===== src/include/ita_params.svh =====
////////////////////////////////////////////////////////////
// lane count and tile edge must be powers of two
// ITA_BEATS must stay equal to ITA_M*ITA_M/ITA_N
////////////////////////////////////////////////////////////

`ifndef ITA_PARAMS_SVH
`define ITA_PARAMS_SVH

// datapath geometry
`define ITA_N 4
`define ITA_M 16
`define ITA_BEATS ((`ITA_M * `ITA_M) / `ITA_N)

// output FIFO entries downstream of the engine
`define ITA_FIFO_DEPTH 4

// field widths
`define ITA_WB 24
`define ITA_WC 16
`define ITA_WD 12

`endif


===== src/source/ita_cfg_pkg.sv =====
////////////////////////////////////////////////////////////
// only Linear and Feedforward layers are supported
// enum codes follow the full engine's register map
////////////////////////////////////////////////////////////

`include "ita_params.svh"

package ita_cfg_pkg;

  typedef enum logic [1:0] {
    Feedforward = 2'd1,
    Linear      = 2'd2
  } layer_e;

  // codes 1 to 6 belong to attention steps, unused here
  typedef enum logic [3:0] {
    Idle   = 4'd0,
    F1     = 4'd7,
    F2     = 4'd8,
    MatMul = 4'd9
  } step_e;

  typedef struct packed {
    logic             start;      // one-cycle pulse
    layer_e           layer;
    logic [`ITA_WC-1:0] tile_s;   // row tiles
    logic [`ITA_WC-1:0] tile_p;
    logic [`ITA_WC-1:0] tile_e;
    logic [`ITA_WC-1:0] tile_f;
    logic [`ITA_WD-1:0] seq_length;
    logic [`ITA_WD-1:0] proj_space;
    logic [`ITA_WD-1:0] embed_size;
    logic [`ITA_WD-1:0] ff_size;
  } ctrl_t;

endpackage


===== src/source/ita_data_pkg.sv =====
////////////////////////////////////////////////////////////
// lane 0 is the lowest column of a beat
////////////////////////////////////////////////////////////

`include "ita_params.svh"

package ita_data_pkg;

  // beat, tile and occupancy style counters
  typedef logic [`ITA_WC-1:0] counter_t;

  // one bias word per lane
  typedef logic [`ITA_N-1:0][`ITA_WB-1:0] bias_t;

  // keep bit per lane, 1 means inside the matrix
  typedef logic [`ITA_N-1:0] lane_mask_t;

endpackage


===== src/source/edge_padder.sv =====
////////////////////////////////////////////////////////////
// pads from the index of the beat being accepted
// requant_add_o lags the accepted beat by one cycle
////////////////////////////////////////////////////////////

`timescale 1ns/1ps
`include "ita_params.svh"

module edge_padder (
  input  logic                       clk_i,
  input  logic                       rst_ni,
  input  logic                       beat_fire_i,
  input  ita_data_pkg::counter_t     beat_idx_i,
  input  ita_data_pkg::counter_t     tile_x_i,
  input  ita_data_pkg::counter_t     tile_y_i,
  input  logic [`ITA_WD-1:0]         first_outer_i,
  input  logic [`ITA_WD-1:0]         second_outer_i,
  input  ita_data_pkg::bias_t        bias_i,
  input  ita_data_pkg::lane_mask_t   requant_add_i,
  output ita_data_pkg::bias_t        bias_pad_o,
  output ita_data_pkg::lane_mask_t   requant_add_o
);

  ita_data_pkg::counter_t     row;
  ita_data_pkg::counter_t     col_base;
  ita_data_pkg::counter_t     row_lim, col_lim;
  ita_data_pkg::lane_mask_t   keep;
  ita_data_pkg::lane_mask_t   requant_q;

  // beat c covers row c mod M, columns (c div M)*N onward
  assign row = ita_data_pkg::counter_t'(beat_idx_i % `ITA_M)
             + ita_data_pkg::counter_t'(tile_y_i * `ITA_M);
  assign col_base = ita_data_pkg::counter_t'((beat_idx_i / `ITA_M) * `ITA_N)
                  + ita_data_pkg::counter_t'(tile_x_i * `ITA_M);

  assign row_lim = ita_data_pkg::counter_t'(first_outer_i);
  assign col_lim = ita_data_pkg::counter_t'(second_outer_i);

  always_comb begin
    ita_data_pkg::counter_t col_lane;
    keep     = '0;
    col_lane = col_base;
    if (row < row_lim && col_base < col_lim) begin
      for (int i = 0; i < `ITA_N; i++) begin
        col_lane = col_base + ita_data_pkg::counter_t'(i);
        keep[i]  = (col_lane < col_lim); // partial last column group
      end
    end
  end

  always_comb begin
    for (int i = 0; i < `ITA_N; i++) begin
      bias_pad_o[i] = keep[i] ? bias_i[i] : '0;
    end
  end

  always_ff @(posedge clk_i or negedge rst_ni) begin
    if (!rst_ni) begin
      requant_q <= '0;
    end else if (beat_fire_i) begin
      requant_q <= keep & requant_add_i;
    end else begin
      requant_q <= '0; // nothing accepted, no add
    end
  end

  assign requant_add_o = requant_q;

endmodule


===== src/source/ita_ctrl_top.sv =====
////////////////////////////////////////////////////////////
// tiling controller for Linear and Feedforward layers
// output handshake is observed only, to return credits
////////////////////////////////////////////////////////////

`timescale 1ns/1ps
`include "ita_params.svh"

module ita_ctrl_top (
  input  logic                     clk_i,
  input  logic                     rst_ni,
  input  ita_cfg_pkg::ctrl_t       ctrl_i,
  input  logic                     inp_valid_i,
  output logic                     inp_ready_o,
  input  logic                     weight_valid_i,
  output logic                     weight_ready_o,
  input  logic                     bias_valid_i,
  output logic                     bias_ready_o,
  input  logic                     oup_valid_i,
  input  logic                     oup_ready_i,
  input  ita_data_pkg::bias_t      bias_i,
  output ita_data_pkg::bias_t      bias_pad_o,
  input  ita_data_pkg::lane_mask_t requant_add_i,
  output ita_data_pkg::lane_mask_t requant_add_o,
  output ita_cfg_pkg::step_e       step_o,
  output logic                     busy_o,
  output logic                     calc_en_o,
  output ita_data_pkg::counter_t   tile_x_o,
  output ita_data_pkg::counter_t   tile_y_o,
  output ita_data_pkg::counter_t   inner_tile_o,
  output logic                     first_inner_tile_o,
  output logic                     last_inner_tile_o
);

  logic                   active;
  ita_data_pkg::counter_t beat_idx;
  logic [`ITA_WD-1:0]     first_outer, second_outer;

  tile_sequencer u_tile_sequencer (
    .clk_i              (clk_i),
    .rst_ni             (rst_ni),
    .ctrl_i             (ctrl_i),
    .beat_fire_i        (calc_en_o),
    .step_o             (step_o),
    .active_o           (active),
    .busy_o             (busy_o),
    .beat_idx_o         (beat_idx),
    .inner_tile_o       (inner_tile_o),
    .tile_x_o           (tile_x_o),
    .tile_y_o           (tile_y_o),
    .first_inner_tile_o (first_inner_tile_o),
    .last_inner_tile_o  (last_inner_tile_o),
    .first_outer_o      (first_outer),
    .second_outer_o     (second_outer)
  );

  operand_gate u_operand_gate (
    .clk_i          (clk_i),
    .rst_ni         (rst_ni),
    .inp_valid_i    (inp_valid_i),
    .weight_valid_i (weight_valid_i),
    .bias_valid_i   (bias_valid_i),
    .inp_ready_o    (inp_ready_o),
    .weight_ready_o (weight_ready_o),
    .bias_ready_o   (bias_ready_o),
    .oup_valid_i    (oup_valid_i),
    .oup_ready_i    (oup_ready_i),
    .active_i       (active),
    .last_inner_i   (last_inner_tile_o),
    .calc_en_o      (calc_en_o)
  );

  edge_padder u_edge_padder (
    .clk_i          (clk_i),
    .rst_ni         (rst_ni),
    .beat_fire_i    (calc_en_o),
    .beat_idx_i     (beat_idx),
    .tile_x_i       (tile_x_o),
    .tile_y_i       (tile_y_o),
    .first_outer_i  (first_outer),
    .second_outer_i (second_outer),
    .bias_i         (bias_i),
    .requant_add_i  (requant_add_i),
    .bias_pad_o     (bias_pad_o),
    .requant_add_o  (requant_add_o)
  );

endmodule


===== src/source/operand_gate.sv =====
////////////////////////////////////////////////////////////
// readies and calc_en are combinational on the valids
// one output credit per accepted last-inner-tile beat
////////////////////////////////////////////////////////////

`timescale 1ns/1ps
`include "ita_params.svh"

module operand_gate (
  input  logic clk_i,
  input  logic rst_ni,
  input  logic inp_valid_i,
  input  logic weight_valid_i,
  input  logic bias_valid_i,
  output logic inp_ready_o,
  output logic weight_ready_o,
  output logic bias_ready_o,
  input  logic oup_valid_i,
  input  logic oup_ready_i,
  input  logic active_i,
  input  logic last_inner_i,
  output logic calc_en_o
);

  localparam int OccW = $clog2(`ITA_FIFO_DEPTH + 1);

  logic [OccW-1:0] occ_q;
  logic            stall;
  logic            go;
  logic            push, pop;

  assign stall = (occ_q >= OccW'(`ITA_FIFO_DEPTH));
  assign go    = active_i && !stall;

  // cross-coupled readies as in the full engine
  assign inp_ready_o    = go && weight_valid_i;
  assign weight_ready_o = go && inp_valid_i;
  assign bias_ready_o   = go && weight_valid_i;

  assign calc_en_o = go && inp_valid_i && weight_valid_i && bias_valid_i;

  assign push = calc_en_o && last_inner_i;
  assign pop  = oup_valid_i && oup_ready_i;

  always_ff @(posedge clk_i or negedge rst_ni) begin
    if (!rst_ni) begin
      occ_q <= '0;
    end else if (push && !pop) begin
      occ_q <= occ_q + 1'b1;
    end else if (pop && !push && occ_q != '0) begin // no credit below empty
      occ_q <= occ_q - 1'b1;
    end
  end

endmodule


===== src/source/tile_sequencer.sv =====
////////////////////////////////////////////////////////////
// tile counts in ctrl_i must be nonzero and held during a run
// start is ignored while a run is in progress
////////////////////////////////////////////////////////////

`timescale 1ns/1ps
`include "ita_params.svh"

module tile_sequencer (
  input  logic                   clk_i,
  input  logic                   rst_ni,
  input  ita_cfg_pkg::ctrl_t     ctrl_i,
  input  logic                   beat_fire_i,
  output ita_cfg_pkg::step_e     step_o,
  output logic                   active_o,
  output logic                   busy_o,
  output ita_data_pkg::counter_t beat_idx_o,
  output ita_data_pkg::counter_t inner_tile_o,
  output ita_data_pkg::counter_t tile_x_o,
  output ita_data_pkg::counter_t tile_y_o,
  output logic                   first_inner_tile_o,
  output logic                   last_inner_tile_o,
  output logic [`ITA_WD-1:0]     first_outer_o,
  output logic [`ITA_WD-1:0]     second_outer_o
);

  ita_cfg_pkg::step_e     step_d, step_q;
  ita_data_pkg::counter_t beat_d, beat_q;
  ita_data_pkg::counter_t inner_d, inner_q;
  ita_data_pkg::counter_t tile_x_d, tile_x_q;
  ita_data_pkg::counter_t tile_y_d, tile_y_q;
  ita_data_pkg::counter_t inner_cnt, x_cnt;
  logic busy_q;
  logic last_beat, last_inner, last_x, last_y;

  // loop bounds and matrix extent of the current step
  always_comb begin
    inner_cnt      = ctrl_i.tile_e;
    x_cnt          = ctrl_i.tile_p;
    first_outer_o  = ctrl_i.seq_length;
    second_outer_o = ctrl_i.proj_space;
    case (step_q)
      ita_cfg_pkg::F1: begin
        x_cnt          = ctrl_i.tile_f;
        second_outer_o = ctrl_i.ff_size;
      end
      ita_cfg_pkg::F2: begin
        inner_cnt      = ctrl_i.tile_f; // contracts over the hidden dim
        x_cnt          = ctrl_i.tile_e;
        second_outer_o = ctrl_i.embed_size;
      end
      default: begin
      end
    endcase
  end

  assign last_beat  = (beat_q == ita_data_pkg::counter_t'(`ITA_BEATS - 1));
  assign last_inner = (inner_q == inner_cnt - 1'b1);
  assign last_x     = (tile_x_q == x_cnt - 1'b1);
  assign last_y     = (tile_y_q == ctrl_i.tile_s - 1'b1);

  always_comb begin
    step_d   = step_q;
    beat_d   = beat_q;
    inner_d  = inner_q;
    tile_x_d = tile_x_q;
    tile_y_d = tile_y_q;
    if (step_q == ita_cfg_pkg::Idle) begin
      beat_d   = '0;
      inner_d  = '0;
      tile_x_d = '0;
      tile_y_d = '0;
      if (ctrl_i.start) begin
        if (ctrl_i.layer == ita_cfg_pkg::Linear) begin
          step_d = ita_cfg_pkg::MatMul;
        end else if (ctrl_i.layer == ita_cfg_pkg::Feedforward) begin
          step_d = ita_cfg_pkg::F1;
        end
      end
    end else if (beat_fire_i) begin
      beat_d = beat_q + 1'b1;
      if (last_beat) begin
        beat_d  = '0;
        inner_d = inner_q + 1'b1;
        if (last_inner) begin // output tile done
          inner_d  = '0;
          tile_x_d = tile_x_q + 1'b1;
          if (last_x) begin
            tile_x_d = '0;
            tile_y_d = tile_y_q + 1'b1;
            if (last_y) begin // step done
              tile_y_d = '0;
              if (step_q == ita_cfg_pkg::F1) begin
                step_d = ita_cfg_pkg::F2;
              end else begin
                step_d = ita_cfg_pkg::Idle;
              end
            end
          end
        end
      end
    end
  end

  always_ff @(posedge clk_i or negedge rst_ni) begin
    if (!rst_ni) begin
      step_q   <= ita_cfg_pkg::Idle;
      beat_q   <= '0;
      inner_q  <= '0;
      tile_x_q <= '0;
      tile_y_q <= '0;
      busy_q   <= 1'b0;
    end else begin
      step_q   <= step_d;
      beat_q   <= beat_d;
      inner_q  <= inner_d;
      tile_x_q <= tile_x_d;
      tile_y_q <= tile_y_d;
      busy_q   <= (step_d != ita_cfg_pkg::Idle);
    end
  end

  assign step_o             = step_q;
  assign active_o           = (step_q != ita_cfg_pkg::Idle);
  assign busy_o             = busy_q;
  assign beat_idx_o         = beat_q;
  assign inner_tile_o       = inner_q;
  assign tile_x_o           = tile_x_q;
  assign tile_y_o           = tile_y_q;
  assign first_inner_tile_o = (inner_q == '0);
  assign last_inner_tile_o  = active_o && last_inner;

endmodule


===== config.mk =====
export PLATFORM = sky130hd
export DESIGN_NAME = ita_ctrl_top
export DESIGN_NICKNAME = d
export VERILOG_FILES = /design/src/source/ita_cfg_pkg.sv /design/src/source/ita_data_pkg.sv /design/src/source/edge_padder.sv /design/src/source/ita_ctrl_top.sv /design/src/source/operand_gate.sv /design/src/source/tile_sequencer.sv
export VERILOG_INCLUDE_DIRS = /design/src /design/src/include
export SDC_FILE = /design/constraint.sdc
export NUM_CORES = 1
export LEC_CHECK = 0
export ABC_AREA = 1
export BUFFER_PORTS_ARGS = -buffer_cell sky130_fd_sc_hd__buf_2
export CAP_MARGIN = 20
export CORE_AREA = 2 2 149 151
export DETAILED_ROUTE_END_ITERATION = 10
export DIE_AREA = 0 0 151 153
export MAX_ROUTING_LAYER = met4
export PLACE_DENSITY_LB_ADDON = 0.3
export REMOVE_ABC_BUFFERS = 1
export SLEW_MARGIN = 20
export SYNTH_ARGS = -nofsm -noshare
export SYNTH_HDL_FRONTEND = slang
export SYNTH_SLANG_ARGS = --single-unit

===== constraint.sdc =====
create_clock -name clk_i -period 6.04 [get_ports clk_i]
set_input_delay 0.906 -clock clk_i [delete_from_list [all_inputs] [get_ports clk_i]]
set_output_delay 0.906 -clock clk_i [all_outputs]
set_load 0.005 [all_outputs]

==> flow_summary.yaml, run 1 <==
clock_tree:
  insertion_delay_ns: 0.36
  clock_path_buffers: 2
  cts_tree: "built"
  cts-resized-gates: 0
  cts_buffers: 9
  cts_root_buf: "clkbuf_16"
  cts.reportedPaths.clkPinSlew_ns: 0.06
  cts.sinks: 76
  h-tree-depth: 3
  cts_hold_buf: 0
  postCtsSetupBuffers: 0
global_routing:
  grt-busiest-layer: "met2"
  overflow: 0
  gr-usage-met3_pct: 7.88
  met1_usage_pct: 48.1
  met2_usage_pct: 50.3
  grt_usage_pct: 34.5
  grt_pass1_vias: 11273
  grt_pass1_wl_um: 60600
  grt_max_degree: 77
  antenna_found_initial: 5
worst_setup_path:
  reg2reg_depth: 15
  critPathCaptureType: "primary output"
  cp-start-kind: "register"
  r2r_end: "u_edge_padder.requant_add_o[0]"
  crit_required_ns: 5.13
  cp_max_fo: 25
  r2r_start: "u_tile_sequencer.step_o[1]"
  crit_top_cell: "nand2_1"
  crit_arrival_ns: 4.76
  cp-endpoint: "bias_pad_o[7]"
  cp_cell_sequence: "inv_1, nor2_2, nand2_2, inv_2, a22o_1, a21oi_1, ha_1, nand2_1, nand3_1, a211oi_1, o211ai_1, a41oi_1, nor3b_1, nand2_1, nor2_1, buf_2"
  cp-startpoint: "u_tile_sequencer.step_o[1]"
  crit_slowest_cell: "nand2_1"
  critPathKind: "register to primary output"
  slowest_delay_ns: 0.63
  ff2ff_setup_slack_ns: 1.39
placed_design:
  pre_cts_ws_ns: 0.669
  place_area_sq_um: 11700
  dp.final_hpwl_um: 32300
  gp_congestion: 1.00
  io_buffers: 380
timing:
  grt_setup_unrepaired: "true"
  max_slew_margin_pct: 37.1
  clock_skew_ns: 0.00943
  fmax_ghz: 0.176
  final-hold-violation-count: 0
  finalSetupViolations: 0
  fin_crit_ns: 5.67
  slew_viol_final: 0
  worstMarginPinSlew_ns: 0.942
  setup_slack_ns: 0.371
  fin_setup_tns_ns: 0
  finalCritPeriodShare_pct: 93.9
die:
  ioPinCount: 381
  die_h_um: 153
  design.die.area_sq_um: 23100
  start_util_pct: 44.7
  die_width_um: 151
  coreArea_sq_um: 21500
  rows: 54
logic_synthesis:
  yosysTopAreaCellShare_pct: 19.8
  synth.avg_cell_area_sq_um: 5.78
  ys.flop_type: "dfrtp_1"
  synthArstFlopShare_pct: 100
  ys_ff_latch: 76
  synth_edf_count: 0
  synth_area_leaders: "dfrtp_1 (20%), nand2_1 (15%), inv_1 (12%), nor2_1 (10%), nand3_1 (9.0%)"
  syn_area_sq_um: 9610
  synth_warnings: 0
  yosysUniqueCellTypes: 49
  synth-seq-area-share_pct: 19.8
  synthCells: 1663
  synth_top_area_cell: "dfrtp_1"
worst_hold_path:
  min_from: "u_operand_gate.occ_q[2]"
  hp-class: "register to register"
  min_path_cells: 2
run_status:
  status: "finished clean"
layout:
  seq_area_sq_um: 1900
  layout.nets: 2283
  final_cell_area_sq_um: 12100
  fillers: 2210
  layout_common_cells: "nand2_1 (392), buf_2 (379), inv_1 (317)"
  drive_gt1_share_pct: 21.6
  layout_commonest_cell: "nand2_1"
  fin_util_pct: 56.2
  multiInputGateArea_sq_um: 6310
  areaGrowthSynthToFinish_pct: 25.6
power:
  vdd_drop_max_v: 0.000251
  powerDensity_nw_per_um2: 225
  p_leak_nw: 7.27
flow_run:
  cap_violations: 0
detailed_routing:
  initialDrtViolationCount: 1169
  drc: 0
  vias_per_cell: 5.33
  wl_um: 39300
  drtAntennaViolNets: 0
  wl_per_cell_um: 17.0
  dr.pass1.iters: 6
  vias: 12304
## how the worst min path moves through the flow
stage,endpoint
floorplan,u_operand_gate.occ_q[2]
global placement,u_operand_gate.occ_q[2]
detailed placement,u_operand_gate.occ_q[2]
CTS,u_operand_gate.occ_q[2]
global route,u_operand_gate.occ_q[2]
finish,u_operand_gate.occ_q[2]
## report_power, final
group          switching [mW]  internal (mW)
Clock                   0.239          0.382
Combinational           0.938          0.585
Sequential             0.0363          0.542
Total                    1.21           1.51
## layout make-up
type	instances	share of cell area, %
clock inverter	4	0.601
inverter	319	9.92
antenna	4	0.0829
sequential	76	15.8
timing repair buffer	389	16.4
clock buffer	11	2.09
multi-input combinational	1224	52.3
tap	280	2.90
## per-stage QoR
step | power, mW | hold slack [ns] | std cells
detailed placement | 2.07 | 0.498 | 2288
floorplan | 1.36 | 0.462 | 1619
global route | 2.93 | 0.539 | 2305
finish | 2.72 | 0.511 | 2307
CTS | 2.70 | 0.514 | 2303
global placement | 2.04 | 0.487 | 2288
## Yosys cell counts (all sizes together), types with 2 or more instances
master / number
nand2: 398
inv: 318
nor2: 278
nand3: 172
dfrtp: 76
xor2: 64
o21ai: 52
nand4: 45
a21oi: 43
ha: 40
nor3: 33
clkbuf: 23
buf: 21
xnor2: 15
a22o: 12
nand3b: 11
nor4: 11
o22ai: 7
or2: 7
a221oi: 5
nor3b: 4
o211ai: 4
o21bai: 4
a211oi: 2
a21o: 2
a31oi: 2
a41oi: 2
and2b: 2
fa: 2
o2111ai: 2
## critical path: cells and delay by family (launching register included)
family	cells	cell delay [ns]
compound gates	5	0.86
fa+ha+maj	1	0.33
buf+inv	3	0.56
flops	1	0.47
simple gates	7	2.16
## cells by family after synthesis
logic type | synth area share (%)
AND/OR/NAND/NOR | 43.8
buffers and inverters | 14.8
AO/OA/AOI/OAI | 8.54
XOR/XNOR | 7.43
flip-flops | 19.8
adder cells (fa/ha/maj) | 5.62
## flip-flops by register name, indices dropped and copies added (netlist names)
register,count
u_tile_sequencer.tile_x_o,16
u_tile_sequencer.inner_tile_o,16
u_tile_sequencer.step_o,4
u_tile_sequencer.busy_o,1
u_tile_sequencer.tile_y_o,16
u_edge_padder.requant_add_o,4
u_tile_sequencer.beat_idx_o,16
u_operand_gate.occ_q,3
## routing by layer
layer | up-vias | share of wire, %
met5 | - | 0
met4 | 0 | 2.6
met3 | 64 | 11
met2 | 668 | 43
met1 | 5619 | 44
li1 | 5953 | -
(Power assumes the default switching activity.)
==> run 2: changes to the inputs <==
--- a/config.mk
+++ b/config.mk
@@ -9,9 +9,10 @@
 export ABC_AREA = 1
 export BUFFER_PORTS_ARGS = -buffer_cell sky130_fd_sc_hd__buf_2
 export CAP_MARGIN = 20
-export CORE_AREA = 2 2 149 151
+export CORE_ASPECT_RATIO = 0.9
+export CORE_MARGIN = 1
+export CORE_UTILIZATION = 46
 export DETAILED_ROUTE_END_ITERATION = 10
-export DIE_AREA = 0 0 151 153
 export MAX_ROUTING_LAYER = met4
 export PLACE_DENSITY_LB_ADDON = 0.3
 export REMOVE_ABC_BUFFERS = 1
==> run 2 against run 1 <==
Against the previous run:
- power down 4.3%
- critical endpoint is now bias_pad_o[15]
- sequential power about the same
- via count down 2.4%
==> flow_summary.yaml, run 2 (synthesized netlist as in run 1, its figures left out) <==
clock_tree:
  insertion_delay_ns: 0.36
  cts_tree: "built"
  cts.reportedPaths.clkPinSlew_ns: 0.06
  clock_path_buffers: 2
  h-tree-depth: 3
  cts_root_buf: "clkbuf_16"
  cts_buffers: 9
  cts_hold_buf: 0
  cts.sinks: 76
global_routing:
  overflow: 0
  antenna_found_initial: 5
  grt_pass1_vias: 11035
  grt_usage_pct: 35.7
  grt_max_degree: 71
  grt_pass1_wl_um: 57900
worst_setup_path:
  slowest_delay_ns: 0.54
  cp_max_fo: 31
  r2r_end: "u_operand_gate.occ_q[2]"
  crit_slowest_cell: "nor2_4"
  cp_cell_sequence: "inv_1, nor2_4, nand2_2, inv_1, a22o_1, a21oi_1, ha_1, nand2_1, nand3_1, a211oi_1, o211ai_1, a41oi_1, nor3b_1, nand2_2, nor2_1, buf_2"
  cp.buffers_inverters: 3
  critPathKind: "register to primary output"
  cp-start-kind: "register"
  reg2reg_depth: 22
  ff2ff_setup_slack_ns: 1.60
  critPathCaptureType: "primary output"
  r2r_start: "u_tile_sequencer.step_o[3]"
  crit_arrival_ns: 4.81
  crit_required_ns: 5.13
  path_delay_family: "simple AND/OR/NAND/NOR gates"
layout:
  drive_gt1_share_pct: 21.6
  layout_common_cells: "nand2_1 (390), buf_2 (379), inv_1 (317)"
  areaGrowthSynthToFinish_pct: 24.6
  seq_area_sq_um: 1900
  fin_util_pct: 59.2
  layout_commonest_cell: "nand2_1"
  multiInputGateArea_sq_um: 6310
  fillers: 2020
  layout.nets: 2280
  final_cell_area_sq_um: 12000
detailed_routing:
  wl_per_cell_um: 16.4
  drtAntennaViolNets: 0
  vias_per_cell: 5.26
  vias: 12009
  drc: 0
  wl_um: 37500
  initialDrtViolationCount: 1073
  dr.pass1.iters: 6
timing:
  fin_crit_ns: 5.71
  clock_skew_ns: 0.00734
  worstMarginPinSlew_ns: 0.981
  final-hold-violation-count: 0
  fmax_ghz: 0.175
  setup_slack_ns: 0.328
  max_slew_margin_pct: 34.5
  grt_setup_unrepaired: "true"
  finalCritPeriodShare_pct: 94.6
  slew_viol_final: 0
  fin_setup_tns_ns: 0
  finalSetupViolations: 0
die:
  design.die.area_sq_um: 21500
  coreArea_sq_um: 20200
  start_util_pct: 47.5
  die_width_um: 154
  ioPinCount: 381
  die_h_um: 139
  rows: 49
flow_run:
  cap_violations: 0
power:
  vdd_drop_max_v: 0.000185
  p_leak_nw: 7.23
  powerDensity_nw_per_um2: 218
placed_design:
  place_area_sq_um: 11700
  io_buffers: 380
  gp_congestion: 1.02
  pre_cts_ws_ns: 0.690
  dp.final_hpwl_um: 30800
run_status:
  status: "finished clean"
worst_hold_path:
  hp-class: "input port to asynchronous set/reset pin"
-- run 2: final cells by class --
cell class / instances / area share [%]
repair buffers: 386 / 16.3
flip-flops and latches: 76 / 15.9
diodes: 5 / 0.104
clock inverters: 7 / 0.491
multi-input cells: 1224 / 52.7
inverters: 319 / 10.0
well taps: 255 / 2.66
clock buffers: 9 / 1.88
-- run 2: per-layer routing --
layer  share of wire [%]  wire [um]  up-vias  GRT usage [%]
met3                  10       3870       67           8.31
met5                   0          0        -              -
met2                  43      16000      610           52.4
li1                    -          -     5936              -
met1                  44      16400     5396           47.0
met4                 3.3       1250        0           14.3
-- run 2: what timing repair did --
item,in CTS,in global routing
setup endpoints to repair,0,48
resized for setup,0,2
endpoints found under the hold margin,0,0
buffers inserted,0,0
-- run 2: power by group --
part	internal, mW	switching, mW
Combinational	0.581	0.914
Clock	0.283	0.251
Sequential	0.541	0.0359
-- run 2: metrics by stage --
step                power, mW  instances  hold slack (ns)
floorplan                1.36       1619            0.462
global placement         2.01       2260            0.478
detailed placement       2.05       2260            0.496
CTS                      2.59       2276            0.341
global route             2.80       2281            0.340
finish                   2.61       2281            0.346
-- run 2: how the worst max path moves through the flow --
stage | from | endpoint | slack (ns) | cells past startpoint
CTS | u_tile_sequencer.step_o[3] | bias_pad_o[15] | 0.29 | 16
floorplan | u_tile_sequencer.step_o[1] | bias_pad_o[48] | 1.06 | 12
detailed placement | u_tile_sequencer.step_o[3] | bias_pad_o[15] | 0.69 | 16
global route | u_tile_sequencer.step_o[3] | bias_pad_o[23] | -0.04 | 16
global placement | u_tile_sequencer.step_o[1] | bias_pad_o[60] | 0.87 | 15
finish | u_tile_sequencer.step_o[3] | bias_pad_o[15] | 0.33 | 16
==> run 3: changes to the inputs <==
--- a/config.mk
+++ b/config.mk
@@ -6,13 +6,11 @@
 export SDC_FILE = /design/constraint.sdc
 export NUM_CORES = 1
 export LEC_CHECK = 0
-export ABC_AREA = 1
 export BUFFER_PORTS_ARGS = -buffer_cell sky130_fd_sc_hd__buf_2
 export CAP_MARGIN = 20
-export CORE_ASPECT_RATIO = 0.9
-export CORE_MARGIN = 1
-export CORE_UTILIZATION = 46
+export CORE_AREA = 2 2 148 150
 export DETAILED_ROUTE_END_ITERATION = 10
+export DIE_AREA = 0 0 150 152
 export MAX_ROUTING_LAYER = met4
 export PLACE_DENSITY_LB_ADDON = 0.3
 export REMOVE_ABC_BUFFERS = 1
==> run 3 against run 2 <==
Against the previous run:
- register-to-register slack got worse by 1.1 ns
- sequential share of layout area rose by 1.2 points
- clock-buffer cell count rose by 2
- power fell by 45%
- sequential power fell by 4.3%
- combinational power fell by 80%
==> flow_summary.yaml, run 3 <==
run_status:
  status: "finished clean"
die:
  coreArea_sq_um: 21400
  rows: 54
  die_h_um: 152
  start_util_pct: 40.6
  die_width_um: 150
  ioPinCount: 381
  design.die.area_sq_um: 22800
timing:
  grt_setup_unrepaired: "false"
  finalCritPeriodShare_pct: 94.4
  fin_setup_tns_ns: 0
  slew_viol_final: 0
  max_slew_margin_pct: 27.9
  fin_crit_ns: 5.70
  clock_skew_ns: 0.00914
  fmax_ghz: 0.175
  finalSetupViolations: 0
  final-hold-violation-count: 0
  worstMarginPinSlew_ns: 1.08
logic_synthesis:
  synthCells: 1132
  synth-seq-area-share_pct: 21.9
  yosysUniqueCellTypes: 69
  ys_ff_latch: 76
  synth_warnings: 0
  synth_edf_count: 0
  syn_area_sq_um: 8680
  synth_top_area_cell: "dfrtp_1"
  synthArstFlopShare_pct: 100
  synthMostInstantiatedCell: "and3_1"
  yosysTopAreaCellShare_pct: 21.9
  synth.avg_cell_area_sq_um: 7.66
  ys.flop_type: "dfrtp_1"
  synthTopCellsByCount: "and3_1 (95), nand2_1 (86), nor2_1 (81)"
  synth_area_leaders: "dfrtp_1 (22%), and3_1 (6.9%), ha_1 (5.8%), and4_1 (5.5%), xnor2_1 (5.1%)"
worst_setup_path:
  critPathKind: "register to primary output"
  crit_arrival_ns: 4.80
  crit_required_ns: 5.13
  critPathCaptureType: "primary output"
  cp-start-kind: "register"
  cp_max_fo: 47
global_routing:
  overflow: 0
  grt_usage_pct: 29.3
  antenna_found_initial: 3
  grt_max_degree: 71
  grt_pass1_vias: 9616
  grt_pass1_wl_um: 51700
placed_design:
  dp.final_hpwl_um: 26400
  io_buffers: 380
  gp_congestion: 0.985
  place_area_sq_um: 10800
detailed_routing:
  vias_per_cell: 5.87
  drtAntennaViolNets: 0
  drc: 0
  wl_per_cell_um: 19.1
  wl_um: 33600
  initialDrtViolationCount: 822
  dr.pass1.iters: 5
  vias: 10291
clock_tree:
  clock_path_buffers: 2
  h-tree-depth: 3
  cts_buffers: 9
  cts_root_buf: "clkbuf_16"
  insertion_delay_ns: 0.34
  cts_tree: "built"
  postCtsSetupBuffers: 0
  cts.reportedPaths.clkPinSlew_ns: 0.06
  cts.sinks: 76
layout:
  drive_gt1_share_pct: 29.6
  layout_commonest_cell: "buf_2"
  layout_common_cells: "buf_2 (379), and3_1 (95), nand2_1 (86)"
  areaGrowthSynthToFinish_pct: 28.7
  final_cell_area_sq_um: 11200
  layout.nets: 1731
power:
  p_leak_nw: 5.91
  vdd_drop_max_v: 0.000129
  powerDensity_nw_per_um2: 129
  finalPower_mw: 1.44
worst_hold_path:
  hp-class: "input port to asynchronous set/reset pin"
flow_run:
  cap_violations: 0
## run 3: cell count changes in the layout (fill, tap and decap cells not counted), moves of 36 or more
cell,delta
xnor2_1,+36
and3_1,+94
inv_1,-271
and4_1,+54
nand2_1,-304
nor2_1,-185
nand3_1,-125
## run 3: timing repair
action	4_1_cts	5_1_grt
setup endpoints to repair	0	1
resized for setup	0	1
hold buffers	0	0
## run 3: kinds of logic after synthesis
logic type	synth area share (%)
XOR/XNOR	9.59
adder cells (fa/ha/maj)	6.23
flip-flops	21.9
multiplexers	2.93
buffers and inverters	5.49
AND/OR/NAND/NOR	33.3
AO/OA/AOI/OAI	20.6
## run 3: power breakdown
| part | leakage [nW] | internal, mW | switching [mW] | total (mW) |
|---|---|---|---|---|
| Clock | 0.156 | 0.371 | 0.221 | 0.592 |
| Sequential | 0.976 | 0.525 | 0.0269 | 0.552 |
| Combinational | 4.77 | 0.140 | 0.154 | 0.294 |
## run 3: cell type report
| cell class | count | area [sq um] |
|---|---|---|
| Antenna cell | 3 | 7.51 |
| Clock buffer | 11 | 243 |
| Clock inverter | 4 | 73.8 |
| Fill cell | 2086 | 10200 |
| Inverter | 46 | 173 |
| Multi-Input combinational cell | 932 | 6340 |
| Sequential cell | 76 | 1900 |
| Tap cell | 280 | 350 |
| Timing Repair Buffer | 402 | 2080 |
## run 3: worst paths after layout
kind                                          startpoint                          endpoint  slack, ns  depth (start not counted)
setup reg to reg              u_tile_sequencer.step_o[2]     u_tile_sequencer.tile_y_o[14]       0.54                         14
min in group clk_i         u_tile_sequencer.tile_y_o[15]     u_tile_sequencer.tile_y_o[15]       0.56                          1
hold reg to reg            u_tile_sequencer.tile_y_o[15]     u_tile_sequencer.tile_y_o[15]       0.56                          1
max in group asynchronous                         rst_ni      u_tile_sequencer.tile_y_o[0]       4.55                          2
setup / recovery            u_tile_sequencer.tile_x_o[0]                    bias_pad_o[59]       0.34                         16
hold / removal                                    rst_ni  u_tile_sequencer.inner_tile_o[1]       0.36                          1
## run 3: metal layers
layer / up-vias / wire (um) / GRT usage (%) / share of wire (%)
li1: 4914 / - / - / -
met1: 4875 / 13800 / 36.0 / 41
met2: 435 / 16500 / 48.7 / 49
met3: 67 / 2080 / 4.77 / 6.2
met4: 0 / 1250 / 10.1 / 3.7
met5: - / 0 / - / 0
## run 3: worst max-delay path, stage by stage, from the launching register on
cell,delay [ns]
dfrtp_1,0.50
ha_1,0.29
a21o_1,0.19
a21oi_1,0.22
o21bai_1,0.10
a21o_1,0.21
a21oi_1,0.20
o21bai_1,0.10
xor2_1,0.15
ha_1,0.21
or4_1,0.51
a2111oi_0,0.40
o2111ai_1,0.32
a211oi_4,0.23
buf_4,0.37
and3_1,0.30
buf_2,0.14
## run 3: through the flow
stage          hold slack (ns)  instances  worst slack [ns]  utilization (%)
3_3_place_gp             0.536       1736             0.713             50.8
5_1_grt                  0.358       1754           0.00237             52.3
3_5_place_dp             0.547       1736             0.535             50.8
2_1_floorplan            0.484       1054            -0.251                -
6_report                 0.360       1754             0.338             52.3
4_1_cts                  0.353       1751             0.313             52.3
